$ cat config.mk
export PLATFORM = sky130hd
export DESIGN_NAME = axi_wr_master
export DESIGN_NICKNAME = d
export VERILOG_FILES = /design/src/hw/axi_wr_pkg.sv /design/src/hw/axi_w_channel.sv /design/src/hw/axi_wr_ctrl.sv /design/src/hw/axi_wr_master.sv /design/src/hw/wdata_fifo.sv
export SDC_FILE = /design/constraint.sdc
export NUM_CORES = 1
export LEC_CHECK = 0
export BUFFER_PORTS_ARGS = -buffer_cell sky130_fd_sc_hd__buf_2
export CORE_UTILIZATION = 45
export CTS_BUF_LIST = sky130_fd_sc_hd__clkbuf_4
export CTS_CLUSTER_DIAMETER = 200
export CTS_CLUSTER_SIZE = 25
export DETAILED_ROUTE_END_ITERATION = 8
export PLACE_DENSITY = 0.73
export SYNTH_ARGS = -nofsm -noshare
export SYNTH_HDL_FRONTEND = slang
export SYNTH_SLANG_ARGS = --single-unit
$ cat constraint.sdc
create_clock -name AClk -period 13.2 [get_ports AClk]
set_input_delay 3.3 -clock AClk [delete_from_list [all_inputs] [get_ports AClk]]
set_output_delay 3.3 -clock AClk [all_outputs]
set_load 0.01 [all_outputs]
$ cat src/hw/axi_wr_pkg.sv
package axi_wr_pkg;

	////////////////////////////////////////
	// field widths
	////////////////////////////////////////

	// transaction id on AW and B
	localparam int ID_W = 4;

	// burst has AWLEN plus one beats
	localparam int LEN_W = 8;

	// bytes per beat as a power of two
	localparam int SIZE_W = 3;

	////////////////////////////////////////
	// encodings
	////////////////////////////////////////

	// AWBURST, carried through unchanged
	typedef enum logic [1:0] {
		FIXED = 2'b00,
		INCR  = 2'b01,
		WRAP  = 2'b10
	} burst_e;

	// BRESP and the response report
	typedef enum logic [1:0] {
		OKAY   = 2'b00,
		EXOKAY = 2'b01,
		SLVERR = 2'b10,
		DECERR = 2'b11
	} resp_e;

	// write controller states
	typedef enum logic [1:0] {
		IDLE = 2'b00,
		ADDR = 2'b01,
		DATA = 2'b10,
		RESP = 2'b11
	} wr_state_e;

endpackage

$ cat src/hw/axi_w_channel.sv
`timescale 1ns/10ps

module axi_w_channel #(
	parameter int DATA_W = 32
) (
	input  logic                         AClk,
	input  logic                         ARst,
	input  logic                         burst_start,
	input  logic [axi_wr_pkg::LEN_W-1:0] burst_len,
	output logic                         burst_done,
	output logic                         fifo_pop,
	input  logic [DATA_W-1:0]            fifo_data,
	input  logic [DATA_W/8-1:0]          fifo_strb,
	input  logic                         fifo_empty,
	output logic [DATA_W-1:0]            WDATA,
	output logic [DATA_W/8-1:0]          WSTRB,
	output logic                         WLAST,
	output logic                         WVALID,
	input  logic                         WREADY
);

	localparam int STRB_W = DATA_W / 8;
	localparam int CNT_W  = axi_wr_pkg::LEN_W + 1;

	// beats still to be popped for the current burst
	logic [CNT_W-1:0] beats_left;

	// last byte sent on every lane
	logic [DATA_W-1:0] lane_hist;
	logic [DATA_W-1:0] merged;

	logic slot_free;

	////////////////////////////////////////
	// pop control
	////////////////////////////////////////

	// slot is free when empty or draining this cycle
	assign slot_free = !WVALID || WREADY;
	assign fifo_pop  = (beats_left != '0) && !fifo_empty && slot_free;

	always_ff @(posedge AClk or negedge ARst) begin
		if (!ARst) begin
			beats_left <= '0;
		end else if (burst_start) begin
			beats_left <= {1'b0, burst_len} + {{axi_wr_pkg::LEN_W{1'b0}}, 1'b1};
		end else if (fifo_pop) begin
			beats_left <= beats_left - 1'b1;
		end
	end

	////////////////////////////////////////
	// lane merge
	////////////////////////////////////////

	// clear strobe repeats the previous byte of that lane
	for (genvar i = 0; i < STRB_W; i++) begin : g_lane
		assign merged[8*i +: 8] = fifo_strb[i] ? fifo_data[8*i +: 8] : lane_hist[8*i +: 8];
	end

	// history starts at zero so unwritten lanes go out as zero
	always_ff @(posedge AClk or negedge ARst) begin
		if (!ARst) begin
			lane_hist <= '0;
		end else if (fifo_pop) begin
			lane_hist <= merged;
		end
	end

	// the history register is also the outgoing beat
	assign WDATA = lane_hist;

	////////////////////////////////////////
	// W handshake
	////////////////////////////////////////

	always_ff @(posedge AClk or negedge ARst) begin
		if (!ARst) begin
			WVALID <= 1'b0;
			WLAST  <= 1'b0;
		end else if (fifo_pop) begin
			WVALID <= 1'b1;
			WLAST  <= (beats_left == {{axi_wr_pkg::LEN_W{1'b0}}, 1'b1});
		end else if (WREADY) begin
			WVALID <= 1'b0;
			WLAST  <= 1'b0;
		end
	end

	always_ff @(posedge AClk) begin
		if (fifo_pop) begin
			WSTRB <= fifo_strb;
		end
	end

	// end of the W phase
	assign burst_done = WVALID && WREADY && WLAST;

	a_last_valid: assert property (@(posedge AClk) disable iff (!ARst)
		WLAST |-> WVALID);

	// AXI rule, beat must hold until accepted
	a_w_stable: assert property (@(posedge AClk) disable iff (!ARst)
		WVALID && !WREADY |=> WVALID && $stable(WDATA) && $stable(WSTRB) && $stable(WLAST));

endmodule

$ cat src/hw/axi_wr_ctrl.sv
`timescale 1ns/10ps

module axi_wr_ctrl #(
	parameter int ADDR_W = 32
) (
	input  logic                          AClk,
	input  logic                          ARst,

	// command port
	input  logic                          cmd_valid,
	output logic                          cmd_ready,
	input  logic [axi_wr_pkg::ID_W-1:0]   cmd_id,
	input  logic [ADDR_W-1:0]             cmd_addr,
	input  logic [axi_wr_pkg::LEN_W-1:0]  cmd_len,
	input  logic [axi_wr_pkg::SIZE_W-1:0] cmd_size,
	input  axi_wr_pkg::burst_e            cmd_burst,

	// AW channel
	output logic [axi_wr_pkg::ID_W-1:0]   AWID,
	output logic [ADDR_W-1:0]             AWADDR,
	output logic [axi_wr_pkg::LEN_W-1:0]  AWLEN,
	output logic [axi_wr_pkg::SIZE_W-1:0] AWSIZE,
	output axi_wr_pkg::burst_e            AWBURST,
	output logic                          AWVALID,
	input  logic                          AWREADY,

	// B channel
	input  logic [axi_wr_pkg::ID_W-1:0]   BID,
	input  axi_wr_pkg::resp_e             BRESP,
	input  logic                          BVALID,
	output logic                          BREADY,

	// response report
	output logic                          rsp_valid,
	output logic [axi_wr_pkg::ID_W-1:0]   rsp_id,
	output axi_wr_pkg::resp_e             rsp_resp,

	// to and from the W channel
	output logic                          burst_start,
	output logic [axi_wr_pkg::LEN_W-1:0]  burst_len,
	input  logic                          burst_done
);

	axi_wr_pkg::wr_state_e state_q;
	axi_wr_pkg::wr_state_e state_d;

	logic cmd_accept;
	logic b_accept;

	////////////////////////////////////////
	// state machine
	////////////////////////////////////////

	always_comb begin
		state_d = state_q;
		case (state_q)
			axi_wr_pkg::IDLE: begin
				if (cmd_valid) begin
					state_d = axi_wr_pkg::ADDR;
				end
			end
			axi_wr_pkg::ADDR: begin
				if (AWREADY) begin
					state_d = axi_wr_pkg::DATA;
				end
			end
			// wait for the last W beat
			axi_wr_pkg::DATA: begin
				if (burst_done) begin
					state_d = axi_wr_pkg::RESP;
				end
			end
			axi_wr_pkg::RESP: begin
				if (BVALID) begin
					state_d = axi_wr_pkg::IDLE;
				end
			end
			default: begin
				state_d = axi_wr_pkg::IDLE;
			end
		endcase
	end

	always_ff @(posedge AClk or negedge ARst) begin
		if (!ARst) begin
			state_q <= axi_wr_pkg::IDLE;
		end else begin
			state_q <= state_d;
		end
	end

	// decoded handshakes
	assign cmd_ready  = (state_q == axi_wr_pkg::IDLE);
	assign cmd_accept = cmd_valid && cmd_ready;
	assign AWVALID    = (state_q == axi_wr_pkg::ADDR);
	assign BREADY     = (state_q == axi_wr_pkg::RESP);
	assign b_accept   = BVALID && BREADY;

	////////////////////////////////////////
	// command register, drives AW
	////////////////////////////////////////

	always_ff @(posedge AClk) begin
		if (cmd_accept) begin
			AWID    <= cmd_id;
			AWADDR  <= cmd_addr;
			AWLEN   <= cmd_len;
			AWSIZE  <= cmd_size;
			AWBURST <= cmd_burst;
		end
	end

	// W phase starts on the AW handshake
	assign burst_start = AWVALID && AWREADY;
	assign burst_len   = AWLEN;

	////////////////////////////////////////
	// response report
	////////////////////////////////////////

	always_ff @(posedge AClk or negedge ARst) begin
		if (!ARst) begin
			rsp_valid <= 1'b0;
		end else begin
			rsp_valid <= b_accept;
		end
	end

	always_ff @(posedge AClk) begin
		if (b_accept) begin
			rsp_id   <= BID;
			rsp_resp <= BRESP;
		end
	end

	// address phase payload may not move while stalled
	a_aw_stable: assert property (@(posedge AClk) disable iff (!ARst)
		AWVALID && !AWREADY |=> AWVALID && $stable({AWID, AWADDR, AWLEN, AWSIZE, AWBURST}));

endmodule

$ cat src/hw/axi_wr_master.sv
`timescale 1ns/10ps

module axi_wr_master #(
	parameter int ADDR_W     = 32,
	parameter int DATA_W     = 32,
	parameter int FIFO_DEPTH = 16
) (
	input  logic                          AClk,
	input  logic                          ARst,

	// command port
	input  logic                          cmd_valid,
	output logic                          cmd_ready,
	input  logic [axi_wr_pkg::ID_W-1:0]   cmd_id,
	input  logic [ADDR_W-1:0]             cmd_addr,
	input  logic [axi_wr_pkg::LEN_W-1:0]  cmd_len,
	input  logic [axi_wr_pkg::SIZE_W-1:0] cmd_size,
	input  axi_wr_pkg::burst_e            cmd_burst,

	// write data port
	input  logic                          wdata_valid,
	output logic                          wdata_ready,
	input  logic [DATA_W-1:0]             wdata_in,
	input  logic [DATA_W/8-1:0]           wstrb_in,

	// AXI AW
	output logic [axi_wr_pkg::ID_W-1:0]   AWID,
	output logic [ADDR_W-1:0]             AWADDR,
	output logic [axi_wr_pkg::LEN_W-1:0]  AWLEN,
	output logic [axi_wr_pkg::SIZE_W-1:0] AWSIZE,
	output axi_wr_pkg::burst_e            AWBURST,
	output logic                          AWVALID,
	input  logic                          AWREADY,

	// AXI W
	output logic [DATA_W-1:0]             WDATA,
	output logic [DATA_W/8-1:0]           WSTRB,
	output logic                          WLAST,
	output logic                          WVALID,
	input  logic                          WREADY,

	// AXI B
	input  logic [axi_wr_pkg::ID_W-1:0]   BID,
	input  axi_wr_pkg::resp_e             BRESP,
	input  logic                          BVALID,
	output logic                          BREADY,

	// response report
	output logic                          rsp_valid,
	output logic [axi_wr_pkg::ID_W-1:0]   rsp_id,
	output axi_wr_pkg::resp_e             rsp_resp
);

	logic                         fifo_full;
	logic                         fifo_empty;
	logic                         fifo_pop;
	logic [DATA_W-1:0]            fifo_data;
	logic [DATA_W/8-1:0]          fifo_strb;
	logic                         burst_start;
	logic [axi_wr_pkg::LEN_W-1:0] burst_len;
	logic                         burst_done;

	// back-pressure only when storage is full
	assign wdata_ready = !fifo_full;

	wdata_fifo #(
		.DATA_W     (DATA_W),
		.FIFO_DEPTH (FIFO_DEPTH)
	) u_fifo (
		.AClk      (AClk),
		.ARst      (ARst),
		.push      (wdata_valid && wdata_ready),
		.push_data (wdata_in),
		.push_strb (wstrb_in),
		.full      (fifo_full),
		.pop       (fifo_pop),
		.pop_data  (fifo_data),
		.pop_strb  (fifo_strb),
		.empty     (fifo_empty)
	);

	axi_wr_ctrl #(
		.ADDR_W (ADDR_W)
	) u_ctrl (
		.AClk        (AClk),
		.ARst        (ARst),
		.cmd_valid   (cmd_valid),
		.cmd_ready   (cmd_ready),
		.cmd_id      (cmd_id),
		.cmd_addr    (cmd_addr),
		.cmd_len     (cmd_len),
		.cmd_size    (cmd_size),
		.cmd_burst   (cmd_burst),
		.AWID        (AWID),
		.AWADDR      (AWADDR),
		.AWLEN       (AWLEN),
		.AWSIZE      (AWSIZE),
		.AWBURST     (AWBURST),
		.AWVALID     (AWVALID),
		.AWREADY     (AWREADY),
		.BID         (BID),
		.BRESP       (BRESP),
		.BVALID      (BVALID),
		.BREADY      (BREADY),
		.rsp_valid   (rsp_valid),
		.rsp_id      (rsp_id),
		.rsp_resp    (rsp_resp),
		.burst_start (burst_start),
		.burst_len   (burst_len),
		.burst_done  (burst_done)
	);

	axi_w_channel #(
		.DATA_W (DATA_W)
	) u_w_channel (
		.AClk        (AClk),
		.ARst        (ARst),
		.burst_start (burst_start),
		.burst_len   (burst_len),
		.burst_done  (burst_done),
		.fifo_pop    (fifo_pop),
		.fifo_data   (fifo_data),
		.fifo_strb   (fifo_strb),
		.fifo_empty  (fifo_empty),
		.WDATA       (WDATA),
		.WSTRB       (WSTRB),
		.WLAST       (WLAST),
		.WVALID      (WVALID),
		.WREADY      (WREADY)
	);

endmodule

$ cat src/hw/wdata_fifo.sv
`timescale 1ns/10ps

module wdata_fifo #(
	parameter int DATA_W     = 32,
	parameter int FIFO_DEPTH = 16
) (
	input  logic                AClk,
	input  logic                ARst,
	input  logic                push,
	input  logic [DATA_W-1:0]   push_data,
	input  logic [DATA_W/8-1:0] push_strb,
	output logic                full,
	input  logic                pop,
	output logic [DATA_W-1:0]   pop_data,
	output logic [DATA_W/8-1:0] pop_strb,
	output logic                empty
);

	localparam int STRB_W = DATA_W / 8;
	localparam int AW     = $clog2(FIFO_DEPTH);

	// storage, no reset needed
	logic [DATA_W-1:0] data_mem [FIFO_DEPTH];
	logic [STRB_W-1:0] strb_mem [FIFO_DEPTH];

	// extra msb tells a full FIFO from an empty one
	logic [AW:0] wr_ptr;
	logic [AW:0] rd_ptr;

	////////////////////////////////////////
	// write side
	////////////////////////////////////////

	always_ff @(posedge AClk or negedge ARst) begin
		if (!ARst) begin
			wr_ptr <= '0;
		end else if (push) begin
			wr_ptr <= wr_ptr + 1'b1;
		end
	end

	always_ff @(posedge AClk) begin
		if (push) begin
			data_mem[wr_ptr[AW-1:0]] <= push_data;
			strb_mem[wr_ptr[AW-1:0]] <= push_strb;
		end
	end

	////////////////////////////////////////
	// read side
	////////////////////////////////////////

	always_ff @(posedge AClk or negedge ARst) begin
		if (!ARst) begin
			rd_ptr <= '0;
		end else if (pop) begin
			rd_ptr <= rd_ptr + 1'b1;
		end
	end

	// head entry is visible with no read latency
	assign pop_data = data_mem[rd_ptr[AW-1:0]];
	assign pop_strb = strb_mem[rd_ptr[AW-1:0]];

	// flags from pointer compare
	assign empty = (wr_ptr == rd_ptr);
	assign full  = (wr_ptr[AW] != rd_ptr[AW]) && (wr_ptr[AW-1:0] == rd_ptr[AW-1:0]);

	// upstream must honour wdata_ready
	a_no_push_full: assert property (@(posedge AClk) disable iff (!ARst)
		push |-> !full);

	// W channel must check fifo_empty before popping
	a_no_pop_empty: assert property (@(posedge AClk) disable iff (!ARst)
		pop |-> !empty);

endmodule

# Word-level counts from Yosys, hierarchy flattened
# Memory sizes are Yosys's and may differ from the RTL's.
# Index checks and enable logic that the tools add are counted.
[totals] ff_bits=115 ram_bits=576 input_bits=98 out_inout_bits=98 elab_cells=70 memories=2
[op_classes] add_sub_neg=4 eq_ne=11 n_mux=12 n_reduce_logical=22
[mem_list] name="u_fifo.data_mem" words=16 word_bits=32 rd=1 rd_ports_with_merged_regs=0 write_ports=1 line="wdata_fifo.sv:23" rtl="logic [DATA_W-1:0] data_mem [FIFO_DEPTH];"
[mem_list] name="u_fifo.strb_mem" words=16 word_bits=4 rd=1 rd_ports_with_merged_regs=0 write_ports=1 line="wdata_fifo.sv:24" rtl="logic [STRB_W-1:0] strb_mem [FIFO_DEPTH];"
[ops] cell="9-bit two-way mux" n=2
[ops] cell="5-bit by 1-bit adder with 5-bit output (second input constant)" n=2
[ops] cell="8-bit by 1-bit adder with 9-bit output (second input constant)" n=1
[ops] cell="9-bit by 1-bit == test with 1-bit output (second input constant)" n=1
[ops] cell="1-bit logical AND" n=9
[ops] cell="9-bit nonzero test" n=1
[ops] cell="9-bit by 1-bit subtractor with 9-bit output (second input constant)" n=1
[ops] cell="2-bit two-way mux" n=4
[ops] cell="2-bit inequality test (second input constant)" n=4
[ops] cell="2-bit case mux with 4 select lines" n=1
[ops] cell="2-bit AND reduction" n=4
[ops] cell="5-bit == test" n=1
[ops] cell="1-bit two-way mux" n=5
[ops] cell="2-bit == test (second input constant)" n=2
[ops] cell="4-bit == test" n=1
[ops] cell="4-bit AND reduction" n=1
[ops] cell="2-bit nonzero test" n=2
[ops] cell="1-bit logical NOT" n=3
[ops] cell="2-bit by 1-bit == test with 1-bit output (second input constant)" n=1
[ops] cell="2-bit logical NOT" n=1
[ops] cell="1-bit logical OR" n=1
[ops] cell="1-bit inequality test" n=1

# Longest topological paths before layout
# Gate-level depths: netlist of the first run.
[depth] ltp_word=6 ltp_mapped=9 mapped_depth_nobuf=7

# Modules after synthesis
# Synthesis of the first run repeated with hierarchy kept, for this count alone.
[unflattened] cells_unflattened=1194 hier_area_um2=26297.7
[by_module_without_submodules] module="wdata_fifo" instances=1 cells_each=950 area_per_inst_um2=22193.8 seq_area_each_um2=17546.8
[by_module_without_submodules] module="axi_w_channel" instances=1 cells_each=158 area_per_inst_um2=2132.0 seq_area_each_um2=1196.1
[by_module_without_submodules] module="axi_wr_ctrl" instances=1 cells_each=84 area_per_inst_um2=1961.9 seq_area_each_um2=1726.7
[by_module_without_submodules] module="axi_wr_master" instances=1 cells_each=2 area_per_inst_um2=10.0 seq_area_each_um2=0.0

# Least setup slack after synthesis of the first run
# No wires, ideal clock.
[synth_timing] path_kind="input-to-reg" start="input wdata_valid" end="memory u_fifo.data_mem[1][0], enable pin" setup_time_ns=0.532 arrival_ns=7.287 required_ns=12.668 slack_ns=5.381 path_stages=2 n_path_buf=0 path_cell_list="o21ai_0 nor4b_1"
[synth_between] elab_chain_len=3
[synth_lines] item="start, declared" line="axi_wr_master.sv:21" rtl="input logic wdata_valid,"
[synth_lines] item="1-bit logical AND" line="axi_wr_master.sv:72" rtl=".push (wdata_valid && wdata_ready),"
[synth_lines] item="1-bit two-way mux" line="wdata_fifo.sv:43" rtl="if (push) begin"
[synth_lines] item="1-bit two-way mux (implied by the code)" line="wdata_fifo.sv:44" rtl="data_mem[wr_ptr[AW-1:0]] <= push_data;"
[synth_lines] item="end, declared" line="wdata_fifo.sv:23"
# No other way between the ends.

# Worst setup path after layout of the first run
[layout_timing] start="register u_fifo.rd_ptr[2]" end="output wdata_ready"
[layout_between] elab_chain_len=3
[layout_lines] item="start, declared" line="wdata_fifo.sv:28" rtl="logic [AW:0] rd_ptr;"
[layout_lines] item="start signal, assigned" line="wdata_fifo.sv:57" rtl="rd_ptr <= rd_ptr + 1'b1;"
[layout_lines] item="4-bit == test" line="wdata_fifo.sv:67" rtl="assign full = (wr_ptr[AW] != rd_ptr[AW]) && (wr_ptr[AW-1:0] == rd_ptr[AW-1:0]);"
[layout_lines] item="1-bit logical AND" line="wdata_fifo.sv:67"
[layout_lines] item="1-bit logical NOT" line="axi_wr_master.sv:64" rtl="assign wdata_ready = !fifo_full;"
[layout_lines] item="end, declared" line="axi_wr_master.sv:22" rtl="output logic wdata_ready,"
# No other way between the ends.

==> summary.txt, run 1 <==
Floorplanning
  • Die W: 244.0 um
  • Rows: 88
  • Ports: 196
  • Die area: 59,550 um2
  • Core ar.: 57,810 um2
  • Initial Util: 45.60%
  • Die height: 244.0 um

Setup path
  • Crit end category: primary output
  • Critical path's slowest cell: dfrtp_4
  • Worst setup SP type: register
  • Reg2reg start: u_fifo.rd_ptr[2]$_DFFE_PN0P_
  • CP max stage delay: 1.14 ns
  • Arr. time, crit path: 2.96 ns
  • R2R cell count: 6
  • CP cell instances: xnor2_1, nand4_1, nand2b_1, buf_2
  • Crit Reg-Reg Endpoint: u_w_channel.WDATA[31]$_DFFE_PN0P_
  • Critical-path maximum fanout: 52
  • Reg2Reg Setup Slack: 9.10 ns
  • Kind of critical path: register to primary output
  • Worst EP required: 9.90 ns

Finish
  • Util after Layout: 49.49%
  • Layout Cells excl Fill: 2,112
  • Design area: 28,610 um2
  • Commonest non-fill, non-tap cells in the layout: edfxtp_1, buf_2, mux4_2, clkbuf_4, dfrtp_1
  • Area Growth Syn to Fin: 8.540%
  • Share of layout cells above drive strength 1: 35.99%
  • Most common cell after layout, fill and taps aside: edfxtp_1
  • Final net count: 1,433

Timing
  • RSZ-0062 raised after global routing: no
  • Worst-Margin Slew: 1.188 ns
  • Setup total negative slack: 0 ns
  • Minimum clock period: 6.262 ns
  • Fmax: 0.1597 GHz
  • Slew headroom: 20.77%
  • Final Hold Vio Count: 0
  • Tcrit/Tclk final: 47.44%
  • Fin. max-slew vios: 0
  • Final Skew: 0.06090 ns
  • Setup violators final: 0

Detailed routing
  • DRC viols: 0
  • Initial DRC Count: 1,058
  • Vias per cell: 5.661
  • First-pass DRT Iterations: 5
  • Drt total wl: 50,980 um
  • Post-route ant nets: 0
  • Via count: 11,960
  • Avg WL per Cell: 24.14 um

GRT
  • GRT Resource Usage Total: 17.23%
  • Initial antenna violation count: 7
  • Vias in the first global route: 12,160
  • First-pass GRT wire length: 77,110 um
  • Largest net degree at the start of global routing: 62
  • Aggregate global routing overflow: 0

Yosys
  • Syn_area_per_cell: 23.53 um2
  • Main synth FF type: edfxtp_1
  • Async S/R FF share, synth: 8.104%
  • Netlist cell types: 44
  • Sequential area share after synthesis: 77.66%
  • Syn_nets: 1,231
  • EDFF count, synth: 635
  • Cell Area, Synth: 26,360 um2
  • Yosys warns: 0
  • Post-synthesis register bit count: 691
  • Mapped Cells: 1,120

CTS
  • TritonCTS Buffers: 31
  • Clk sinks: 691
  • Post-CTS Repair Setup Buffers: 0
  • H-Tree Depth: 1
  • CTS tree: done
  • Longest Clk Path Bufs: 3
  • CTS clock-pin slew for the worst setup and hold paths: 0.26 ns
  • Clk Latency, worst-skew pair: 0.90 ns
  • Hold-fix buffers, CTS: 0
  • CTS resizes: 0
  • Root buf cell: clkbuf_4

Power
  • Leakage power: 9.313 nW
  • Total power draw: 0.005338 W
  • PwrDens: 186.6 nW/um2
  • VDD IR-drop max: 141.4 uV

Flow run
  • Max-cap viol count: 0

Placed design
  • Post-DP Area: 28,180 um2
  • Routability congestion estimate: 0.8158
  • DP Cell Count: 2,054
  • IO buf count: 195
  • Detail Placement HPWL: 30,720 um

Status
  • Status: completed

Min path
  • Worst hold path class: register to register
  • Worst Hold End: u_w_channel.WDATA[3]$_DFFE_PN0P_
  • Hold_sp: u_w_channel.WDATA[3]$_DFFE_PN0P_
  • Worst hold path depth: 1
[stage by stage]
| step | hold slack, ns | setup WS (ns) |
|---|---|---|
| after global routing | 0.5724 | 6.706 |
| after floorplan | 0.5022 | 5.381 |
| final | 0.5508 | 6.938 |
| after detailed placement | 0.4996 | 7.494 |
| after CTS | 0.5567 | 6.794 |
| after global placement | 0.4880 | 7.620 |
[Yosys cell counts, drive strengths merged, types with 4 or more instances]
library cell	count	area, um2
mux2	32	360.4
clkbuf	12	45.04
and3	5	31.28
and2	9	56.30
o21ai	6	30.03
a22oi	4	30.03
dfrtp	56	1401
edfxtp	635	19070
nor4b	5	43.79
xnor2	18	157.7
nand2b	4	25.02
nand3	19	95.09
inv	11	41.29
a21oi	4	20.02
ha	13	162.7
nor3b	4	30.03
buf	36	301.5
nor2	8	30.03
mux4	176	4043
nand4	6	37.54
nand2	25	101.4
xor2	4	35.03
[critical path: cells and delay by family, from the launching register on]
kind | cells | cell delay, ns
and+or+nand+nor | 2 | 0.57
DFF | 1 | 1.14
xor gates and xnor gates | 1 | 0.20
buffers and inverters | 1 | 0.16
[metal layers]
layer,global-route usage [%],share of wire (%),vias up
li1,-,-,5106
met1,24.37,42,6329
met2,28.68,50,458
met3,3.150,7.2,55
met4,2.482,1.3,8
met5,0,0.11,-
[worst max path at each step]
stage                                   endpoint  slack, ns                    startpoint
2_1_floorplan    u_fifo.data_mem[1][0]$_DFFE_PP_       5.38                   wdata_valid
5_1_grt                              wdata_ready       6.71  u_fifo.rd_ptr[2]$_DFFE_PN0P_
3_3_place_gp   u_w_channel.WDATA[25]$_DFFE_PN0P_       7.62                        WREADY
6_report                             wdata_ready       6.94  u_fifo.rd_ptr[2]$_DFFE_PN0P_
4_1_cts                              wdata_ready       6.79  u_fifo.rd_ptr[2]$_DFFE_PN0P_
3_5_place_dp   u_w_channel.WDATA[28]$_DFFE_PN0P_       7.49                        WREADY
[state kept, by name, summed over array words and instances (netlist names), 4 cells and up]
signal / cells
u_ctrl.AWLEN: 8
u_w_channel.WDATA: 32
u_w_channel.beats_left: 9
u_w_channel.WSTRB: 4
u_fifo.rd_ptr: 5
u_ctrl.AWID: 4
u_fifo.data_mem: 512
u_ctrl.AWADDR: 32
u_fifo.wr_ptr: 5
u_fifo.strb_mem: 64
u_ctrl.rsp_id: 4
[final cells by class]
type | instances | area, um2
Inverter | 11 | 41.29
Multi-Input combinational cell | 370 | 5555
Clock inverter | 2 | 18.77
Clock buffer | 54 | 405.4
Antenna cell | 2 | 5.005
Sequential cell | 691 | 20480
Timing Repair Buffer | 217 | 1144
Fill cell | 4544 | 29200
Tap cell | 765 | 957.2
[kinds of logic (layout without fill, tap and decap cells)]
logic type | count (synthesis) | after routing | share of synthesized area [%]
simple gates | 97 | 97 | 2.003
compound gates | 28 | 28 | 0.7359
fa+ha+maj | 13 | 13 | 0.6171
xor+xnor | 22 | 22 | 0.7310
flops | 691 | 691 | 77.66
buf+inv | 59 | 284 | 1.472
mux | 210 | 210 | 16.78
other cells | 0 | 2 | 0
[report_power, final]
group          total, W  internal [W]  leakage [nW]  switching (W)
Sequential      0.00296       0.00271          6.40       0.000243
Clock          0.000771      0.000184         0.255       0.000587
Combinational   0.00161      0.000831          2.66       0.000780
Total           0.00534       0.00373          9.31        0.00161
No activity file was read; power rests on OpenSTA's default activity.
==> run 2, diff against run 1 <==
Settings changed: PLACE_DENSITY 0.73 to 0.75.
Clock period 13.2 ns to 5.6 ns, I/O delays scaled along.
==> run 2 against run 1 <==
Net effect: die area unchanged; total power up 140%; first-iteration DRC count up 24%; count of clock-buffer cells in the layout up 2; critical path depth unchanged; flip-flop and latch count unchanged; largest power group unchanged; highest routed layer unchanged.
==> summary.txt, run 2 (synthesis results as in run 1) <==
CTS
  • TritonCTS Buffers: 31 (unchanged)
  • H-Tree Depth: 1 (unchanged)
  • Hold-fix buffers, CTS: 0 (unchanged)
  • Root buf cell: clkbuf_4
  • CTS resizes: 0 (unchanged)
  • Clk Latency, worst-skew pair: 0.92 ns (+0.02 ns)
  • Post-CTS Repair Setup Buffers: 0 (unchanged)
  • CTS clock-pin slew for the worst setup and hold paths: 0.25 ns (about the same)
  • Longest Clk Path Bufs: 3 (unchanged)
  • CTS tree: done
  • Clk sinks: 691 (unchanged)

Finish
  • Final net count: 1,438 (+0.35%)
  • Util after Layout: 49.60% (+0.11 points)
  • Area Growth Syn to Fin: 8.777%
  • Commonest non-fill, non-tap cells in the layout: edfxtp_1, buf_2, mux4_2, clkbuf_4, dfrtp_1
  • Layout Cells excl Fill: 2,118 (+0.28%)
  • Share of layout cells above drive strength 1: 36.32% (+0.33 points)
  • Max reg flops: 512 (unchanged)
  • Most common cell after layout, fill and taps aside: edfxtp_1

Setup path
  • Setup crit start: u_fifo.rd_ptr[1]$_DFFE_PN0P_
  • Kind of critical path: register to primary output
  • Worst setup SP type: register
  • Reg2reg start: u_fifo.rd_ptr[1]$_DFFE_PN0P_
  • Critical path's slowest cell: dfrtp_4
  • CP max stage delay: 0.94 ns (-0.20 ns)
  • Crit end category: primary output
  • Arr. time, crit path: 2.70 ns (-0.26 ns)
  • Worst EP required: 4.20 ns (-5.70 ns)
  • CP cell instances: xnor2_1, nand4_1, nand2b_1, buf_2
  • Critical-path maximum fanout: 43 (-17%)

Floorplanning
  • Die W: 244.0 um (unchanged)
  • Initial Util: 45.60% (unchanged)
  • Die area: 59,550 um2 (unchanged)
  • Core ar.: 57,810 um2 (unchanged)
  • Ports: 196 (unchanged)
  • Rows: 88 (unchanged)
  • Die height: 244.0 um (unchanged)

Detailed routing
  • Avg WL per Cell: 25.69 um (+6.4%)
  • DRC viols: 0 (unchanged)
  • First-pass DRT Iterations: 7 (+2)
  • Vias per cell: 5.767 (+1.9%)
  • Initial DRC Count: 1,309 (+24%)
  • Drt total wl: 54,410 um (+6.7%)
  • Post-route ant nets: 0 (unchanged)
  • Via count: 12,210 (+2.2%)

GRT
  • Largest net degree at the start of global routing: 99 (+60%)
  • Vias in the first global route: 12,170 (+0.074%)
  • First-pass GRT wire length: 79,630 um (+3.3%)
  • GRT Resource Usage Total: 18.13% (+0.90 points)
  • Aggregate global routing overflow: 0 (unchanged)
  • Initial antenna violation count: 8 (+1)

Timing
  • Minimum clock period: 4.096 ns
  • Worst-Margin Slew: 1.097 ns (-0.09137 ns)
  • Fmax: 0.2441 GHz
  • Tcrit/Tclk final: 73.15%
  • Final Skew: 0.04617 ns (-0.01473 ns)
  • Slew headroom: 26.86% (+6.1 points)
  • Setup violators final: 0 (unchanged)
  • Final Hold Vio Count: 0 (unchanged)
  • RSZ-0062 raised after global routing: no
  • Fin. max-slew vios: 0 (unchanged)

Placed design
  • Routability congestion estimate: 0.7779 (-4.6%)
  • Detail Placement HPWL: 30,780 um (+0.20%)
  • IO buf count: 195 (unchanged)
  • DP Cell Count: 2,059 (+0.24%)

Min path
  • Worst hold path class: register to register
  • Hold_sp: u_w_channel.WDATA[3]$_DFFE_PN0P_

Power
  • PwrDens: 441.3 nW/um2 (+140%)
  • VDD IR-drop max: 320.2 uV (+130%)
  • Leakage power: 9.353 nW (+0.43%)
  • Total power draw: 0.01265 W (+140%)

Flow run
  • Max-cap viol count: 0 (unchanged)

Status
  • Status: completed
==> run 2: layout make-up <==
cell class | instances | area (um2)
antenna | 1 | 2.502
clock buffer | 56 | 420.4
clock inverter | 2 | 18.77
fill | 4511 | 29130
inverter | 11 | 41.29
multi-input combinational | 370 | 5555
sequential | 691 | 20480
tap | 765 | 957.2
timing repair buffer | 222 | 1194
==> run 2: path summary, 6_finish.rpt <==
kind	endpoint	slack, ns	cells after the start
max	wdata_ready	1.50	4
min	u_w_channel.WDATA[3]$_DFFE_PN0P_	0.54	1
max reg2reg	u_w_channel.WDATA[5]$_DFFE_PN0P_	2.05	7
min reg2reg	u_w_channel.WDATA[3]$_DFFE_PN0P_	0.54	1
max in group asynchronous	u_fifo.rd_ptr[1]$_DFFE_PN0P_	4.30	1
min in group asynchronous	u_w_channel.WDATA[2]$_DFFE_PN0P_	0.61	1
==> run 2: per-stage QoR <==
step | instance area (um2) | setup TNS, ns | hold slack, ns | worst slack, ns
CTS | 28670 | 0 | 0.5359 | 1.408
global route | 28670 | 0 | 0.5719 | 1.312
finish | 28670 | 0 | 0.5355 | 1.504
floorplan | 26360 | -43.62 | 0.5022 | -0.3191
global placement | 28230 | 0 | 0.4882 | 2.060
detailed placement | 28230 | 0 | 0.4911 | 2.061
==> run 2: worst max-delay path: cells and delay by family, from the launching register on <==
family / cells / cell delay [ns]
DFF: 1 / 0.94
xor gates and xnor gates: 1 / 0.19
and+or+nand+nor: 2 / 0.52
buffers and inverters: 1 / 0.15
==> run 2: power breakdown <==
group          total (W)  switching, W  internal (W)
Combinational    0.00402       0.00205       0.00198
Sequential       0.00680      0.000399       0.00640
Clock            0.00183       0.00138      0.000448
==> run 2: routing by layer <==
| layer | track usage (%) | routed length [um] | up-vias |
|---|---|---|---|
| met5 | 0 | 54 | - |
| li1 | - | - | 5108 |
| met2 | 30.09 | 26860 | 593 |
| met4 | 2.904 | 731 | 8 |
| met1 | 26.02 | 22500 | 6448 |
| met3 | 2.744 | 4269 | 57 |
==> run 3, diff against run 2 <==
Settings changed: ABC_AREA from default to 1.
Clock period 5.6 ns to 3.4 ns, I/O delays scaled along.
==> run 3 against run 2 <==
Net effect: wire length up 28%; clock power up 69%; non-clock buffer count up 19; sequential share of layout area shrank 8.0 points; combinational power is 130% higher; first-iteration DRC count is 48% higher; critical endpoint unchanged; highest routed layer unchanged.
==> summary.txt, run 3 <==
Status
  • Status: completed

Power
  • Leakage power: 14.49 nW (+55%)
  • Comb pwr share: 40.0% (+8.2 points)
  • Internal: 0.01395 W (+58%)
  • Total power draw: 0.02353 W (+86%)
  • P_sw: 0.009582 W (+150%)
  • PwrDens: 728.6 nW/um2 (+65%)
  • VDD IR-drop max: 1196 uV (+270%)
  • Flop pwr share: 46.9% (-6.8 points)
  • Sw Ratio: 40.72% (+10 points)
  • Clk pwr share: 13.2% (-1.3 points)

Setup path
  • Reg2reg start: u_fifo.rd_ptr[2]$_DFFE_PN0P_
  • Worst EP required: 2.55 ns (-1.65 ns)
  • Critical-path maximum fanout: 18 (-58%)
  • Reg2Reg Setup Slack: 0.59 ns (-1.46 ns)
  • Kind of critical path: register to primary output
  • Crit end category: primary output
  • Crit Reg-Reg Endpoint: u_fifo.data_mem[14][26]$_DFFE_PP_
  • Arr. time, crit path: 2.39 ns (-0.31 ns)
  • Setup crit start: u_fifo.rd_ptr[2]$_DFFE_PN0P_
  • R2R cell count: 9 (+2)
  • Setup crit end: wdata_ready
  • Worst setup SP type: register

CTS
  • CTS resizes: 0 (unchanged)
  • Longest Clk Path Bufs: 3 (unchanged)
  • CTS tree: done
  • TritonCTS Buffers: 31 (unchanged)
  • Clk sinks: 691 (unchanged)
  • Clk Latency, worst-skew pair: 0.93 ns (about the same)
  • CTS clock-pin slew for the worst setup and hold paths: 0.26 ns (about the same)
  • Post-CTS Repair Setup Buffers: 0 (unchanged)
  • Root buf cell: clkbuf_4
  • H-Tree Depth: 1 (unchanged)

Yosys
  • Yosys warns: 0 (unchanged)
  • Post-synthesis register bit count: 691 (unchanged)
  • Synth area leaders: edfxtp_1, nand2_1, inv_1
  • Cell Area, Synth: 29,910 um2 (+13%)
  • Synth area leader: edfxtp_1
  • Synth top area share: 63.76% (-8.6 points)
  • Async S/R FF share, synth: 8.104% (unchanged)
  • Netlist cell types: 32 (-27%)
  • EDFF count, synth: 635 (unchanged)
  • Sequential area share after synthesis: 68.45% (-9.2 points)
  • Syn_nets: 3,020 (+150%)
  • Synth top cells by count: nand2_1, edfxtp_1, inv_1
  • Mapped Cells: 2,909 (+160%)
  • Most common cell in the netlist: nand2_1
  • Main synth FF type: edfxtp_1
  • Syn_area_per_cell: 10.28 um2 (-56%)

GRT
  • Largest net degree at the start of global routing: 223 (+130%)
  • Layer with the highest usage: met2
  • GRT Resource Usage Total: 20.32% (+2.2 points)
  • Global Route met3 Usage: 2.515% (-0.23 points)
  • Vias in the first global route: 18,790 (+54%)
  • M2 GR Usage: 34.43% (+4.3 points)
  • First-pass GRT wire length: 106,000 um (+33%)
  • Aggregate global routing overflow: 0 (unchanged)
  • Initial antenna violation count: 8 (unchanged)
  • GR Util met1: 26.95% (+0.93 points)

Detailed routing
  • Avg WL per Cell: 17.62 um (-31%)
  • Post-route ant nets: 0 (unchanged)
  • Drt total wl: 69,680 um (+28%)
  • Vias per cell: 4.979 (-14%)
  • First-pass DRT Iterations: 6 (-1)
  • Via count: 19,690 (+61%)
  • DRC viols: 0 (unchanged)
  • Initial DRC Count: 1,942 (+48%)

Finish
  • Fill cells: 5,738 (+27%)
  • Final net count: 3,173 (+120%)
  • Max reg flops: 512 (unchanged)
  • Area Growth Syn to Fin: 7.987%
  • Util after Layout: 49.12% (-0.48 points)
  • Most common cell after layout, fill and taps aside: nand2_1
  • Share of layout cells above drive strength 1: 11.21% (-25 points)
  • Commonest non-fill, non-tap cells in the layout: nand2_1, edfxtp_1, inv_1, nand3_1, buf_2

Floorplanning
  • Core ar.: 65,750 um2 (+14%)
  • Rows: 94 (+6.8%)
  • Ports: 196 (unchanged)
  • Die area: 67,490 um2 (+13%)
  • Initial Util: 45.49% (-0.11 points)
  • Die W: 259.8 um (+6.5%)
  • Die height: 259.8 um (+6.5%)

Timing
  • RSZ-0062 raised after global routing: no
  • Setup violators final: 0 (unchanged)
  • Tcrit/Tclk final: 95.15%
  • Slew headroom: 24.02% (-2.8 points)
  • Worst setup margin: 0.1649 ns (-1.339 ns)
  • Fin. max-slew vios: 0 (unchanged)
  • Worst-Margin Slew: 1.140 ns (+0.04258 ns)
  • Final Hold Vio Count: 0 (unchanged)
  • Fmax: 0.3091 GHz
  • Setup total negative slack: 0 ns (unchanged)
  • Final Skew: 0.03317 ns (-0.01300 ns)
  • Minimum clock period: 3.235 ns

Placed design
  • IO buf count: 195 (unchanged)
  • Routability congestion estimate: 0.8254 (+6.1%)
  • Detail Placement HPWL: 40,780 um (+32%)
  • Pre-CTS setup slack: 0.7275 ns (-1.333 ns)

Min path
  • Worst hold path class: input port to register

Flow run
  • Max-cap viol count: 0 (unchanged)
[run 3: changes by cell type after synthesis, moves of 8 or more]
cell / change
buf_4: +25
nor2_1: +21
o21ai_0: +9
and2_1: -9
nand3_1: +387
inv_1: +567
mux2_2: -32
mux4_1: -21
buf_2: +47
o21ai_2: +8
nand2_1: +984
mux4_2: -155
xnor2_1: -15
[run 3: cells by family after synthesis]
| group | after synthesis | synth area share [%] |
|---|---|---|
| AOI/OAI and AO/OA | 29 | 0.6150 |
| adders and majority gates | 13 | 0.5439 |
| buffers and inverters | 703 | 9.715 |
| xor gates and xnor gates | 8 | 0.2343 |
| DFF | 691 | 68.45 |
| and+or+nand+nor | 1465 | 20.45 |
[run 3: metrics by stage]
stage          area (um2)  std cells  hold slack (ns)
2_1_floorplan       29910       2909           0.4827
3_3_place_gp        31840       3892           0.4549
3_5_place_dp        31840       3892           0.4563
4_1_cts             32290       3951         0.008891
5_1_grt             32290       3953         0.009806
6_report            32290       3954          0.07809
[run 3: per-layer routing]
metal	routed length (um)	share of wire (%)
met4	2098	3.0
met1	28380	41
met5	41	0.059
met3	4905	7.0
met2	34260	49
[run 3: worst min path at each step]
stage | to | slack (ns) | depth (start not counted) | start
2_1_floorplan | u_fifo.rd_ptr[3]$_DFFE_PN0P_ | 0.48 | 2 | u_fifo.rd_ptr[3]$_DFFE_PN0P_
3_3_place_gp | u_w_channel.WDATA[2]$_DFFE_PN0P_ | 0.45 | 2 | u_w_channel.WDATA[2]$_DFFE_PN0P_
3_5_place_dp | u_w_channel.WDATA[1]$_DFFE_PN0P_ | 0.46 | 2 | u_w_channel.WDATA[1]$_DFFE_PN0P_
4_1_cts | u_ctrl.AWADDR[31]$_DFFE_PP_ | 0.009 | 1 | cmd_addr[31]
5_1_grt | u_ctrl.rsp_id[0]$_DFFE_PP_ | 0.01 | 1 | BID[0]
6_report | u_ctrl.rsp_resp[0]$_DFFE_PP_ | 0.08 | 1 | BRESP[0]
[run 3: timing repair]
item,CTS,global route
endpoints found under the hold margin,25,0
setup endpoints to repair,0,0
hold buffers,1,0
[run 3: power by group through the flow]
stage,combinational (W),clock (W),sequential [W]
after CTS,0.00944,0.00315,0.0110
final,0.00940,0.00310,0.0110
after floorplan,0.00657,0,0.0112
after global placement,0.00925,0,0.0112
after detailed placement,0.00941,0,0.0112
after global routing,0.0105,0.00343,0.0111
[run 3: area by class of cell]
cell class	instances	area, um2	share of cell area [%]
timing repair buffer	241	1436	4.448
multi-input combinational	1515	6656	20.61
sequential	691	20480	63.41
antenna	3	7.507	0.02325
tap	864	1081	3.347
clock buffer	56	420.4	1.302
inverter	582	2200	6.811
clock inverter	2	15.01	0.04649
[run 3: critical path, cell delays in order (launching register included)]
cell and delay [ns]:
dfrtp_2 0.75, inv_2 0.07, nand2_1 0.07, nand2_1 0.06, nor2_1 0.18, nand3b_1 0.14
buf_2 0.19
